<file path="src/rtl/video_pkg.sv">
`default_nettype none

package video_pkg;

    // horizontal timing, offscreen clocks come first on each line
    localparam int H_VISIBLE       = 64;
    localparam int H_FRONT_PORCH   = 4;
    localparam int H_SYNC_PULSE    = 8;
    localparam int H_BACK_PORCH    = 12;
    localparam int H_TOTAL         = H_VISIBLE + H_FRONT_PORCH + H_SYNC_PULSE + H_BACK_PORCH;

    // vertical timing, offscreen lines follow the visible ones
    localparam int V_VISIBLE       = 6;
    localparam int V_FRONT_PORCH   = 1;
    localparam int V_SYNC_PULSE    = 2;
    localparam int V_BACK_PORCH    = 2;
    localparam int V_TOTAL         = V_VISIBLE + V_FRONT_PORCH + V_SYNC_PULSE + V_BACK_PORCH;

    localparam logic H_SYNC_POLARITY = 1'b0;    // active low
    localparam logic V_SYNC_POLARITY = 1'b0;    // active low

    localparam int H_FETCH_BEGIN   = 2;         // h count where line fetch begins
    localparam int GROUPS_PER_LINE = H_VISIBLE / 8;
    localparam int COUNT_W         = 11;

    // register numbers
    localparam logic [4:0] XR_VID_CTRL     = 5'h00;
    localparam logic [4:0] XR_SCANLINE     = 5'h08;
    localparam logic [4:0] XR_VID_HSIZE    = 5'h0C;
    localparam logic [4:0] XR_VID_VSIZE    = 5'h0D;
    localparam logic [4:0] XR_PA_GFX_CTRL  = 5'h10;
    localparam logic [4:0] XR_PA_DISP_ADDR = 5'h12;
    localparam logic [4:0] XR_PA_LINE_LEN  = 5'h13;

    localparam logic [15:0] DEFAULT_LINE_LEN = 16'd8;

    typedef enum logic [1:0] {
        PRE_SYNC  = 2'b00,
        SYNC      = 2'b01,
        POST_SYNC = 2'b10,
        VISIBLE   = 2'b11
    } video_state_e;

    typedef enum logic [1:0] {
        BPP_1_ATTR = 2'd0,
        BPP_4      = 2'd2
    } bpp_e;

    typedef struct packed {
        logic               hsync;          // h state is SYNC
        logic               vsync;          // v state is SYNC
        logic               de;             // visible pixel
        logic               vblank;
        video_state_e       h_state;
        logic               line_end;       // last clock of a line
        logic               last_visible;   // last pixel of last visible line
        logic               frame_end;      // last pixel of the frame
        logic               fetch_start;
        logic [COUNT_W-1:0] v_count;
    } timing_t;

    typedef struct packed {
        logic [15:0] disp_addr;
        logic [15:0] line_len;
        logic [7:0]  colorbase;
        bpp_e        bpp;
        logic        blank;
    } plane_cfg_t;

    // one VRAM word, read as attribute + bitmap byte or as four nibbles
    typedef union packed {
        struct packed {
            logic [3:0] back;
            logic [3:0] fore;
            logic [7:0] pixels;     // msb is leftmost pixel
        } attr;
        logic [3:0][3:0] nib;       // nib[3] is leftmost pixel
    } vram_word_u;

    typedef logic [7:0][7:0] pixel_group_t;    // [7] is first pixel

endpackage

`default_nettype wire

</file>
<file path="src/rtl/video_timing.sv">
`default_nettype none
`timescale 1ns/1ps

module video_timing import video_pkg::*; (
    input  wire logic clk,
    input  wire logic reset_i,
    output timing_t   timing_o
);

    logic [COUNT_W-1:0] h_count;
    logic [COUNT_W-1:0] v_count;
    logic [COUNT_W-1:0] h_end;          // last h count of current h state
    logic [COUNT_W-1:0] v_end;          // last v count of current v state
    video_state_e       h_state;
    video_state_e       v_state;
    logic               line_end;
    logic               v_last;

    always_comb begin
        case (h_state)
            PRE_SYNC:  h_end = COUNT_W'(H_FRONT_PORCH - 1);
            SYNC:      h_end = COUNT_W'(H_FRONT_PORCH + H_SYNC_PULSE - 1);
            POST_SYNC: h_end = COUNT_W'(H_TOTAL - H_VISIBLE - 1);
            default:   h_end = COUNT_W'(H_TOTAL - 1);
        endcase
    end

    always_comb begin
        case (v_state)
            VISIBLE:   v_end = COUNT_W'(V_VISIBLE - 1);
            PRE_SYNC:  v_end = COUNT_W'(V_VISIBLE + V_FRONT_PORCH - 1);
            SYNC:      v_end = COUNT_W'(V_VISIBLE + V_FRONT_PORCH + V_SYNC_PULSE - 1);
            default:   v_end = COUNT_W'(V_TOTAL - 1);
        endcase
    end

    assign line_end = (h_count == COUNT_W'(H_TOTAL - 1));
    assign v_last   = (v_count == v_end);

    always_ff @(posedge clk) begin
        if (reset_i) begin
            h_count <= '0;
            v_count <= '0;
            h_state <= PRE_SYNC;
            v_state <= VISIBLE;                 // line 0 is visible
        end else begin
            h_count <= line_end ? '0 : h_count + 1'b1;
            if (h_count == h_end) begin
                h_state <= video_state_e'(h_state + 2'd1);  // wraps to PRE_SYNC
            end
            if (line_end) begin
                v_count <= (v_count == COUNT_W'(V_TOTAL - 1)) ? '0 : v_count + 1'b1;
                if (v_last) begin
                    v_state <= video_state_e'(v_state + 2'd1);
                end
            end
        end
    end

    always_comb begin
        timing_o.hsync        = (h_state == SYNC);
        timing_o.vsync        = (v_state == SYNC);
        timing_o.vblank       = (v_state != VISIBLE);
        timing_o.de           = (h_state == VISIBLE) && (v_state == VISIBLE);
        timing_o.h_state      = h_state;
        timing_o.line_end     = line_end;
        timing_o.last_visible = line_end && v_last && (v_state == VISIBLE);
        timing_o.frame_end    = line_end && v_last && (v_state == POST_SYNC);
        timing_o.fetch_start  = (v_state == VISIBLE) && (h_count == COUNT_W'(H_FETCH_BEGIN));
        timing_o.v_count      = v_count;
    end

endmodule

`default_nettype wire

</file>
<file path="src/rtl/video_regs.sv">
`default_nettype none
`timescale 1ns/1ps

module video_regs import video_pkg::*; (
    input  wire logic        clk,
    input  wire logic        reset_i,
    input  wire logic        reg_wr_i,
    input  wire logic [4:0]  reg_num_w_i,
    input  wire logic [4:0]  reg_num_r_i,
    input  wire logic [15:0] reg_data_i,
    output logic      [15:0] reg_data_o,
    input  wire timing_t     timing_i,
    output plane_cfg_t       cfg_o,
    output logic      [7:0]  border_color_o,
    output logic      [3:0]  intr_o
);

    logic hblank;

    assign hblank = (timing_i.h_state != VISIBLE);

    // register writes
    always_ff @(posedge clk) begin
        if (reset_i) begin
            cfg_o.disp_addr <= 16'h0000;
            cfg_o.line_len  <= DEFAULT_LINE_LEN;
            cfg_o.colorbase <= 8'h00;
            cfg_o.bpp       <= BPP_1_ATTR;
            cfg_o.blank     <= 1'b0;        // plane shown
            border_color_o  <= 8'h00;
            intr_o          <= 4'h0;
        end else begin
            intr_o <= 4'h0;                 // pulses last one clock
            if (reg_wr_i) begin
                case (reg_num_w_i)
                    XR_VID_CTRL: begin
                        border_color_o <= reg_data_i[15:8];
                        intr_o         <= reg_data_i[3:0];    // software trigger
                    end
                    XR_PA_GFX_CTRL: begin
                        cfg_o.colorbase <= reg_data_i[15:8];
                        cfg_o.blank     <= reg_data_i[7];
                        cfg_o.bpp       <= bpp_e'(reg_data_i[5:4]);
                    end
                    XR_PA_DISP_ADDR: begin
                        cfg_o.disp_addr <= reg_data_i;
                    end
                    XR_PA_LINE_LEN: begin
                        cfg_o.line_len  <= reg_data_i;
                    end
                    default: begin
                    end
                endcase
            end
            if (timing_i.last_visible) begin
                intr_o[3] <= 1'b1;          // vsync interrupt
            end
        end
    end

    // registered readback
    always_ff @(posedge clk) begin
        case (reg_num_r_i)
            XR_VID_CTRL:     reg_data_o <= {border_color_o, 8'h00};
            XR_SCANLINE:     reg_data_o <= {timing_i.vblank, hblank, 3'b000, timing_i.v_count};
            XR_VID_HSIZE:    reg_data_o <= 16'(H_VISIBLE);
            XR_VID_VSIZE:    reg_data_o <= 16'(V_VISIBLE);
            XR_PA_GFX_CTRL:  reg_data_o <= {cfg_o.colorbase, cfg_o.blank, 1'b0, cfg_o.bpp, 4'h0};
            XR_PA_DISP_ADDR: reg_data_o <= cfg_o.disp_addr;
            XR_PA_LINE_LEN:  reg_data_o <= cfg_o.line_len;
            default:         reg_data_o <= 16'h0000;
        endcase
    end

endmodule

`default_nettype wire

</file>
<file path="src/rtl/bitmap_fetch.sv">
`default_nettype none
`timescale 1ns/1ps

module bitmap_fetch import video_pkg::*; (
    input  wire logic        clk,
    input  wire logic        reset_i,
    input  wire timing_t     timing_i,
    input  wire plane_cfg_t  cfg_i,
    output logic             vram_sel_o,
    output logic      [15:0] vram_addr_o,
    input  wire logic [15:0] vram_data_i,
    output pixel_group_t     group_o,
    output logic             group_valid_o,
    input  wire logic        group_ready_i
);

    plane_cfg_t  cfg;               // copy taken at frame end
    logic        armed;             // set once a frame end has been seen
    logic [15:0] line_start;
    logic [15:0] addr;
    logic [3:0]  groups_left;
    logic [1:0]  step;              // 0 issue, 1 second issue, 2 and 3 data
    logic        bpp4;
    logic        room;
    logic        issue0;
    logic        issue1;
    logic        build;
    vram_word_u  word0;
    vram_word_u  word_in;

    function automatic pixel_group_t expand_attr(input vram_word_u w, input logic [3:0] base);
        pixel_group_t g;
        for (int j = 0; j < 8; j++) begin
            g[j] = {base, w.attr.pixels[j] ? w.attr.fore : w.attr.back};
        end
        return g;
    endfunction

    function automatic pixel_group_t expand_nib(input vram_word_u w0, input vram_word_u w1,
                                                input logic [3:0] base);
        pixel_group_t g;
        for (int j = 0; j < 4; j++) begin
            g[j + 4] = {base, w0.nib[j]};   // first word is left half
            g[j]     = {base, w1.nib[j]};
        end
        return g;
    endfunction

    always_comb begin
        word_in = vram_data_i;
        bpp4    = (cfg.bpp == BPP_4);       // other codes act as 1 bpp
        room    = !group_valid_o || group_ready_i;
        issue0  = (step == 2'd0) && (groups_left != 4'd0) && room;
        issue1  = (step == 2'd1) && bpp4;
        build   = ((step == 2'd2) && !bpp4) || (step == 2'd3);
    end

    // sequencing
    always_ff @(posedge clk) begin
        if (reset_i) begin
            armed         <= 1'b0;
            groups_left   <= 4'd0;
            step          <= 2'd0;
            vram_sel_o    <= 1'b0;
            group_valid_o <= 1'b0;
        end else begin
            vram_sel_o <= issue0 || issue1;
            if (group_valid_o && group_ready_i) begin
                group_valid_o <= 1'b0;
            end
            if (issue0) begin
                groups_left <= groups_left - 4'd1;
                step        <= 2'd1;
            end else if (step == 2'd1) begin
                step <= 2'd2;
            end else if (step == 2'd2 && bpp4) begin
                step <= 2'd3;
            end else if (build) begin
                group_valid_o <= 1'b1;
                step          <= 2'd0;
            end
            if (timing_i.fetch_start && armed && !cfg.blank) begin
                groups_left <= 4'(GROUPS_PER_LINE);
            end
            if (timing_i.frame_end) begin
                armed <= 1'b1;
            end
        end
    end

    // addresses and pixel data
    always_ff @(posedge clk) begin
        if (issue0 || issue1) begin
            vram_addr_o <= addr;
            addr        <= addr + 16'd1;
        end
        if (step == 2'd2) begin
            word0 <= word_in;
        end
        if (build) begin
            group_o <= bpp4 ? expand_nib(word0, word_in, cfg.colorbase[7:4])
                            : expand_attr(word_in, cfg.colorbase[7:4]);
        end
        if (timing_i.fetch_start) begin
            addr <= line_start;
        end
        if (timing_i.frame_end) begin
            cfg        <= cfg_i;
            line_start <= cfg_i.disp_addr;
        end else if (timing_i.line_end && !timing_i.vblank) begin
            line_start <= line_start + cfg.line_len;
        end
    end

endmodule

`default_nettype wire

</file>
<file path="src/rtl/pixel_scanout.sv">
`default_nettype none
`timescale 1ns/1ps

module pixel_scanout import video_pkg::*; (
    input  wire logic         clk,
    input  wire logic         reset_i,
    input  wire timing_t      timing_i,
    input  wire logic [7:0]   border_color_i,
    input  wire pixel_group_t group_i,
    input  wire logic         group_valid_i,
    output logic              group_ready_o,
    output logic      [7:0]   color_index_o,
    output logic              hsync_o,
    output logic              vsync_o,
    output logic              dv_de_o,
    output logic              vblank_o
);

    pixel_group_t shift_q;          // head pixel in [7]
    logic [2:0]   pix_cnt;          // position within current group
    logic         full;

    assign group_ready_o = !full || (timing_i.de && pix_cnt == 3'd7);

    always_ff @(posedge clk) begin
        if (reset_i) begin
            full          <= 1'b0;
            pix_cnt       <= 3'd0;
            color_index_o <= 8'h00;
            hsync_o       <= ~H_SYNC_POLARITY;
            vsync_o       <= ~V_SYNC_POLARITY;
            dv_de_o       <= 1'b0;
            vblank_o      <= 1'b0;
        end else begin
            hsync_o  <= timing_i.hsync ? H_SYNC_POLARITY : ~H_SYNC_POLARITY;
            vsync_o  <= timing_i.vsync ? V_SYNC_POLARITY : ~V_SYNC_POLARITY;
            dv_de_o  <= timing_i.de;
            vblank_o <= timing_i.vblank;
            color_index_o <= (timing_i.de && full) ? shift_q[7] : border_color_i;  // underrun shows border
            if (timing_i.de) begin
                pix_cnt <= pix_cnt + 3'd1;
                shift_q <= {shift_q[6:0], 8'h00};
                if (pix_cnt == 3'd7) begin
                    full <= 1'b0;           // group used up
                end
            end
            if (group_valid_i && group_ready_o) begin
                shift_q <= group_i;
                full    <= 1'b1;
            end
        end
    end

endmodule

`default_nettype wire

</file>
<file path="src/rtl/video_gen.sv">
`default_nettype none
`timescale 1ns/1ps

module video_gen import video_pkg::*; (
    input  wire logic        clk,
    input  wire logic        reset_i,
    input  wire logic        reg_wr_i,          // write strobe, taken the same cycle
    input  wire logic [4:0]  reg_num_w_i,
    input  wire logic [4:0]  reg_num_r_i,
    input  wire logic [15:0] reg_data_i,
    output logic      [15:0] reg_data_o,
    output logic      [3:0]  intr_o,
    output logic             vram_sel_o,
    output logic      [15:0] vram_addr_o,
    input  wire logic [15:0] vram_data_i,       // valid the clock after sel
    output logic      [7:0]  color_index_o,
    output logic             hsync_o,
    output logic             vsync_o,
    output logic             dv_de_o,
    output logic             vblank_o
);

    timing_t      timing;
    plane_cfg_t   cfg;
    logic [7:0]   border_color;
    pixel_group_t group;
    logic         group_valid;
    logic         group_ready;

    video_regs u_regs (
        .clk            (clk),
        .reset_i        (reset_i),
        .reg_wr_i       (reg_wr_i),
        .reg_num_w_i    (reg_num_w_i),
        .reg_num_r_i    (reg_num_r_i),
        .reg_data_i     (reg_data_i),
        .reg_data_o     (reg_data_o),
        .timing_i       (timing),
        .cfg_o          (cfg),
        .border_color_o (border_color),
        .intr_o         (intr_o)
    );

    video_timing u_timing (
        .clk      (clk),
        .reset_i  (reset_i),
        .timing_o (timing)
    );

    bitmap_fetch u_fetch (
        .clk           (clk),
        .reset_i       (reset_i),
        .timing_i      (timing),
        .cfg_i         (cfg),
        .vram_sel_o    (vram_sel_o),
        .vram_addr_o   (vram_addr_o),
        .vram_data_i   (vram_data_i),
        .group_o       (group),
        .group_valid_o (group_valid),
        .group_ready_i (group_ready)
    );

    pixel_scanout u_scanout (
        .clk            (clk),
        .reset_i        (reset_i),
        .timing_i       (timing),
        .border_color_i (border_color),
        .group_i        (group),
        .group_valid_i  (group_valid),
        .group_ready_o  (group_ready),
        .color_index_o  (color_index_o),
        .hsync_o        (hsync_o),
        .vsync_o        (vsync_o),
        .dv_de_o        (dv_de_o),
        .vblank_o       (vblank_o)
    );

endmodule

`default_nettype wire

</file>
<file path="config.mk">
export PLATFORM = sky130hd
export DESIGN_NAME = video_gen
export DESIGN_NICKNAME = d
export VERILOG_FILES = /design/src/rtl/video_pkg.sv /design/src/rtl/video_timing.sv /design/src/rtl/video_regs.sv /design/src/rtl/bitmap_fetch.sv /design/src/rtl/pixel_scanout.sv /design/src/rtl/video_gen.sv
export SDC_FILE = /design/constraint.sdc
export NUM_CORES = 1
export LEC_CHECK = 0
export BUFFER_PORTS_ARGS = -buffer_cell sky130_fd_sc_hd__clkbuf_2
export CAP_MARGIN = 10
export CORE_ASPECT_RATIO = 0.9
export CORE_MARGIN = 2
export CORE_UTILIZATION = 55
export CTS_CLUSTER_DIAMETER = 150
export CTS_CLUSTER_SIZE = 8
export DETAILED_ROUTE_END_ITERATION = 10
export PLACE_DENSITY = 0.74
export SYNTH_ARGS = -nofsm -noshare
export SYNTH_HDL_FRONTEND = slang
export SYNTH_SLANG_ARGS = --single-unit
</file>
<file path="constraint.sdc">
create_clock -name clk -period 6.6 [get_ports clk]
set_input_delay 0.66 -clock clk [delete_from_list [all_inputs] [get_ports clk]]
set_output_delay 0.66 -clock clk [all_outputs]
set_load 0.02 [all_outputs]
</file>
## After elaboration in Yosys (flattened, before gate mapping)

Cells that the tools add are included.

| word-level totals | value |
|---|---|
| flip-flop bits (word level) | 341 |
| bits of input ports | 45 |
| output and inout bits | 49 |
| word-level logic and storage cells | 177 |

| cells by class | value |
|---|---|
| add/sub/neg operators | 8 |
| eq/ne operators | 27 |
| mux-type cells | 39 |
| bitwise operators | 3 |
| reduce and logical (&&, ||, !) cells | 49 |

Operators by type and width:

| operator | number |
|---|---|
| $mux W64 | 2 |
| $pmux W16 S7 | 1 |
| $mux W16 | 4 |
| $mux W60 | 1 |
| $mux W4 | 12 |
| $eq A5 B5 Y1 const B | 6 |
| $add A11 B1 Y11 const B | 2 |
| $pmux W7 S3 | 1 |
| $add A16 B1 Y16 const B | 1 |
| $add A16 B16 Y16 | 1 |
| $logic_and A1 B1 Y1 | 16 |
| $eq A5 B4 Y1 const B | 3 |
| $eq A2 B2 Y1 const B | 7 |
| $reduce_and A2 Y1 | 7 |
| $mux W1 | 12 |
| $pmux W4 S3 | 1 |
| $eq A11 B2 Y1 const B | 1 |
| $eq A11 B4 Y1 | 1 |
| $eq A11 B4 Y1 const B | 1 |
| $eq A11 B7 Y1 | 1 |
| $eq A11 B7 Y1 const B | 1 |
| $mux W11 | 1 |
| $logic_not A5 Y1 | 2 |
| $reduce_bool A2 Y1 | 5 |
| other kinds (16) | 36 |

## Longest topological paths before layout

| logic depth | value |
|---|---|
| word-level depth | 10 |
| depth in mapped cells | 9 |
| gate-level depth less buffers | 8 |

## Hierarchy

A second synthesis with hierarchy kept.

| second synthesis, totals | value |
|---|---|
| cell total of the unflattened synthesis | 1,284 |
| area total of the unflattened synthesis | 14,774.2 µm² |

By module, submodules not included:

| module | instances | cells each | area each (µm²) | sequential area each (µm²) |
|---|---|---|---|---|
| bitmap_fetch | 1 | 489 | 6,202.2 | 3,873.7 |
| pixel_scanout | 1 | 329 | 4,012.6 | 2,242.2 |
| video_regs | 1 | 285 | 3,059.2 | 1,421.4 |
| video_timing | 1 | 181 | 1,500.2 | 520.5 |

## Worst setup path after synthesis

OpenSTA, ideal clock, no wires.

| path | value |
|---|---|
| kind | reg2reg |
| start point | reg u_timing.v_state[0] |
| end point | reg u_scanout.shift_q[0] in the netlist's numbering (enable) |
| setup time | 0.507 ns |
| arrival | 4.537 ns |
| data required time | 6.093 ns |
| slack | 1.556 ns |
| cell stages (with the launch flop) | 9 |
| buffers on the path | 3 |
| clock period less this slack | 5.044 ns |
| path through | dfxtp_1 -> ha_1 -> buf_4 -> nand3_2 -> nand2_1 -> nand2_1 -> clkbuf_1 -> clkbuf_1 -> a21oi_1 |

| between the ends | value |
|---|---|
| word-level cells in the longest chain between the ends | 7 |

RTL lines:

| item | RTL line | RTL |
|---|---|---|
| start, declared | video_timing.sv:15 | `video_state_e v_state;` |
| start signal, assigned | video_timing.sv:54 | `v_state <= video_state_e'(v_state + 2'd1);` |
| $eq A2 B2 Y1 (*) | video_timing.sv:64 | `timing_o.de = (h_state == VISIBLE) && (v_state == VISIBLE);` |
| $logic_and A1 B1 Y1 (*) | video_timing.sv:64 |  |
| $logic_and A1 B1 Y1 | pixel_scanout.sv:23 | `assign group_ready_o = !full \|\| (timing_i.de && pix_cnt == 3'd7);` |
| $logic_or A1 B1 Y1 | pixel_scanout.sv:23 |  |
| $logic_and A1 B1 Y1 | pixel_scanout.sv:47 | `if (group_valid_i && group_ready_o) begin` |
| $reduce_bool A2 Y1 (no source line) (*) | - |  |
| $reduce_and A2 Y1 (no source line) (*) | - |  |
| end signal, assigned | pixel_scanout.sv:42 | `shift_q <= {shift_q[6:0], 8'h00};` |
| end signal, assigned | pixel_scanout.sv:48 | `shift_q <= group_i;` |
| end, declared | pixel_scanout.sv:19 | `pixel_group_t shift_q;` |

Mark *: on every way between the ends. The rest lies on a longest branch, timed or not.
A chain may end at the register's enable or synchronous reset.

## Worst setup path in the final report

| path | value |
|---|---|
| start point | reg u_timing.v_state[0] |
| end point | reg u_fetch.addr[14] (enable) |

| between the ends | value |
|---|---|
| word-level cells in the longest chain between the ends | 8 |
| elaborated cells on any way between the ends | 9 |
| classes of those cells | eq/ne (1); reduce/logical (8) |

RTL lines:

| item | RTL line | RTL |
|---|---|---|
| $eq A2 B2 Y1 (*) | video_timing.sv:64, video_timing.sv:69 |  |
| $logic_and A1 B1 Y1 | video_timing.sv:64 |  |
| $logic_and A1 B1 Y1 | pixel_scanout.sv:23 |  |
| $logic_or A1 B1 Y1 | pixel_scanout.sv:23 |  |
| $logic_or A1 B1 Y1 | bitmap_fetch.sv:52 | `room = !group_valid_o \|\| group_ready_i;` |
| $logic_and A1 B1 Y1 | bitmap_fetch.sv:53 | `issue0 = (step == 2'd0) && (groups_left != 4'd0) && room;` |
| $logic_or A1 B1 Y1 | bitmap_fetch.sv:93 | `if (issue0 \|\| issue1) begin` |
| $reduce_bool A2 Y1 (no source line) (*) | - |  |
| end signal, assigned | bitmap_fetch.sv:95 | `addr <= addr + 16'd1;` |
| end signal, assigned | bitmap_fetch.sv:105 | `addr <= line_start;` |
| end, declared | bitmap_fetch.sv:20 | `logic [15:0] addr;` |

Marks and branches as above.

==> flow_summary_export.csv <==
group,metric,value,unit
routing,routed_wl,28.9,mm
sta,fin_crit_sh,44.6,%
final_layout,num-fill-cells,1860,
placed_design,place_area,13900,µm²
status,violations,"design-rule violations",
critical_path,cp.arrival,3.10,ns
sta,max_freq,340,MHz
placed_design,port-buffer-count,93,
global_routing,antenna_found_initial,1,
synth,syn_inst,1229,
synth,syn_area,13200,µm²
routing,drc_errors,6,
synth,ys_seq_area_share,60.9,%
power_and_ir_drop,p_per_area,337,nW/µm²
routing,vias_per_cell,5.60,
synth,synth_edf_count,187,
critical_path,critPathMaxStageDelay,0.62,ns
synth,ys_top_cells_by_area,"edfxtp_1 (42%), dfxtp_1 (18%), nand2_1 (8.9%)",
synth,postSynth.topFlopCell,"edfxtp_1",
final_layout,area_growth,14.9,%
clocking,clock_path_buffers,3,
clocking,cts_made_buffers,44,
critical_path,cp-end-kind,"register",
clocking,htree_levels,2,
sta,skew,0.0232,ns
floorplanning,num_rows,53,
min_path,hold_path_class,"in -> reg",
synth,syn_avg_cell_area,10.8,µm²
routing,initialDrtViolationCount,863,
placed_design,dpl.cell_count,1580,
global_routing,gr-total-overflow,0,
routing,ant_nets,0,
final_layout,drive_above_1_share,13.4,%
global_routing,grt_pass1_vias,8577,
routing,num_vias,9282,
clocking,clock_latency,0.53,ns
synth,syn-num-nets,1307,
sta,slew_headroom,37.1,%
final_layout,num_antenna_cells,0,
critical_path,critPathLaunchType,"register",
status,run_status,"finished with violations",
global_routing,grt_pass1_wl,45.8,mm
critical_path,crit_type,"reg -> reg",
sta,maxSlewViolCount,0,
global_routing,grt_start_max_net_pins,78,
sta,rsz0062_at_grt,"no",
synth,synthDistinctLibCells,54,
critical_path,path_cells,"ha_1 > nand3_2 > and3_4 > a2111oi_4 > a21oi_1 > nand2b_1",
placed_design,hpwl,19.3,mm
global_routing,grt_use_total,23.1,%
critical_path,crit_slowest_cell,"nand2b_1",
final_layout,nets,1402,
power_and_ir_drop,power.leakage,0.00594,µW
placed_design,gp_congestion,0.864,
final_layout,final_cells,1657,
synth,async_flop_share,0,%
floorplanning,die_x,167,µm
clocking,clock_sinks,309,
sta,tns,0,ns
sta,finalHoldViolCount,0,
clocking,cts-root-buf,"clkbuf_16",
synth,synth-seq-cells,309,
clocking,post_cts_buffers,0,
floorplanning,core-area,23500,µm²
final_layout,final_common_cell,"nand2_1",
clocking,cts_resized,0,
final_layout,final_util,64.7,%
sta,worst_pin_slew,0.941,ns
clocking,cts_tree,"yes",
floorplanning,fp.dieH,151,µm
floorplanning,io_pins,94,
final_layout,fin_area,15200,µm²
critical_path,crit_fanout,16,
job,drv_cap,0,
routing,post_drt_wl_per_cell,17.5,µm
sta,finalSetupViolCount,0,
synth,netlist.area_leader.share,42.5,%
routing,dr.pass1.iters,8,
clocking,holdBufCountCts,0,
clocking,clk_pin_slew,0.05,ns
power_and_ir_drop,vdd_drop_max,218,µV
floorplanning,dieArea,25300,µm²
synth,yosysTopAreaCell,"edfxtp_1",
floorplanning,initial_utilization,56.3,%
sta,holdWs,0.377,ns
synth,yosysWarnings,0,
final_layout,final_cell_mix,"nand2_1 (312), edfxtp_1 (187), dfxtp_1 (122), clkbuf_2 (93), nor2_1 (83)",
sta,timing.final.crit_period,2.94,ns
critical_path,critPathRequiredTime,6.75,ns
==> path summary, 6_finish.rpt <==
check | startpoint | end | slack, ns | depth (start not counted)
worst max-delay path | u_timing.v_state[0]$_SDFFE_PP1N_ | u_fetch.addr[14]$_DFFE_PP_ | 3.66 | 6
worst min-delay path | vram_data_i[2] | u_fetch.word0[2]$_DFFE_PP_ | 0.38 | 1
worst max register to register | u_timing.v_state[0]$_SDFFE_PP1N_ | u_fetch.addr[14]$_DFFE_PP_ | 3.66 | 6
worst min register to register | u_fetch.cfg[9]$_DFFE_PP_ | u_fetch.group_o[62]$_DFFE_PP_ | 0.42 | 0
==> worst max-delay path, delay by kind of cell, from the launching register on <==
kind | cells | cell delay (ns)
and+or+nand+nor | 3 | 0.99
adders and majority gates | 1 | 0.39
DFF | 1 | 0.44
AOI/OAI and AO/OA | 2 | 0.75
==> cell usage after synthesis, drive strengths merged, types with 2 or more instances <==
library cell	instances
a21o	5
nor4	4
nand4	10
nor2	83
a32oi	4
mux2i	63
o22ai	3
nand2	313
edfxtp	187
nor3b	6
clkbuf	40
buf	16
o21ai	73
and2	4
mux2	15
nand3	26
inv	21
a22oi	3
or3	4
ha	32
dfxtp	122
nor3	11
nor2b	4
nand2b	5
a211oi	5
o21bai	2
xor2	23
xnor2	28
o21a	4
and4	2
o211ai	4
nand3b	2
a21oi	76
and3	18
==> logic make-up (layout without fill, tap and decap cells) <==
family	Yosys count	after routing	share of synthesized area, %
buf+inv	77	203	2.34
simple gates	494	494	16.1
flops	309	309	60.9
xor+xnor	51	51	3.38
mux	78	78	6.05
compound gates	187	187	8.03
fa+ha+maj	33	33	3.18
==> power breakdown <==
part | switching [µW] | internal [µW]
registers | 108 | 2350
logic | 431 | 201
clock network | 785 | 1240
==> metrics by stage <==
stage                     worst slack, ns  power (µW)
after detailed placement             3.69        3130
after floorplan                      1.56        2910
after global placement               3.78        3100
after global routing                 3.47        5320
final                                3.66        5120
after CTS                            3.67        5150
==> registers in the layout, indices dropped and copies added (netlist names), 11 cells and up <==
name and cells:
u_fetch.group_o 36, u_timing.v_count 11, u_scanout.shift_q 64, u_timing.h_count 11, u_fetch.word0 16, u_fetch.vram_addr_o 16
u_regs.cfg_o 43, u_fetch.line_start 16, u_fetch.cfg 23, u_fetch.addr 16, u_regs.reg_data_o 16
==> routing by layer <==
| metal | part of all wire, % | GRT usage [%] | vias to the layer above |
|---|---|---|---|
| li1 | - | - | 4502 |
| met3 | 7.0 | 4.31 | 51 |
| met5 | 0 | 0 | - |
| met4 | 2.0 | 7.00 | 0 |
| met2 | 42 | 33.5 | 335 |
| met1 | 49 | 35.3 | 4394 |
==> area by class of cell <==
type,count,area [µm²],share of cell area (%)
Clock buffer,74,1210,7.99
Multi-Input combinational cell,843,4880,32.1
Inverter,21,78.8,0.519
Timing Repair Buffer,105,556,3.66
Sequential cell,309,8060,53.0
Tap cell,302,378,2.49
Clock inverter,3,30.0,0.198
No activity file was read; power rests on OpenSTA's default activity.
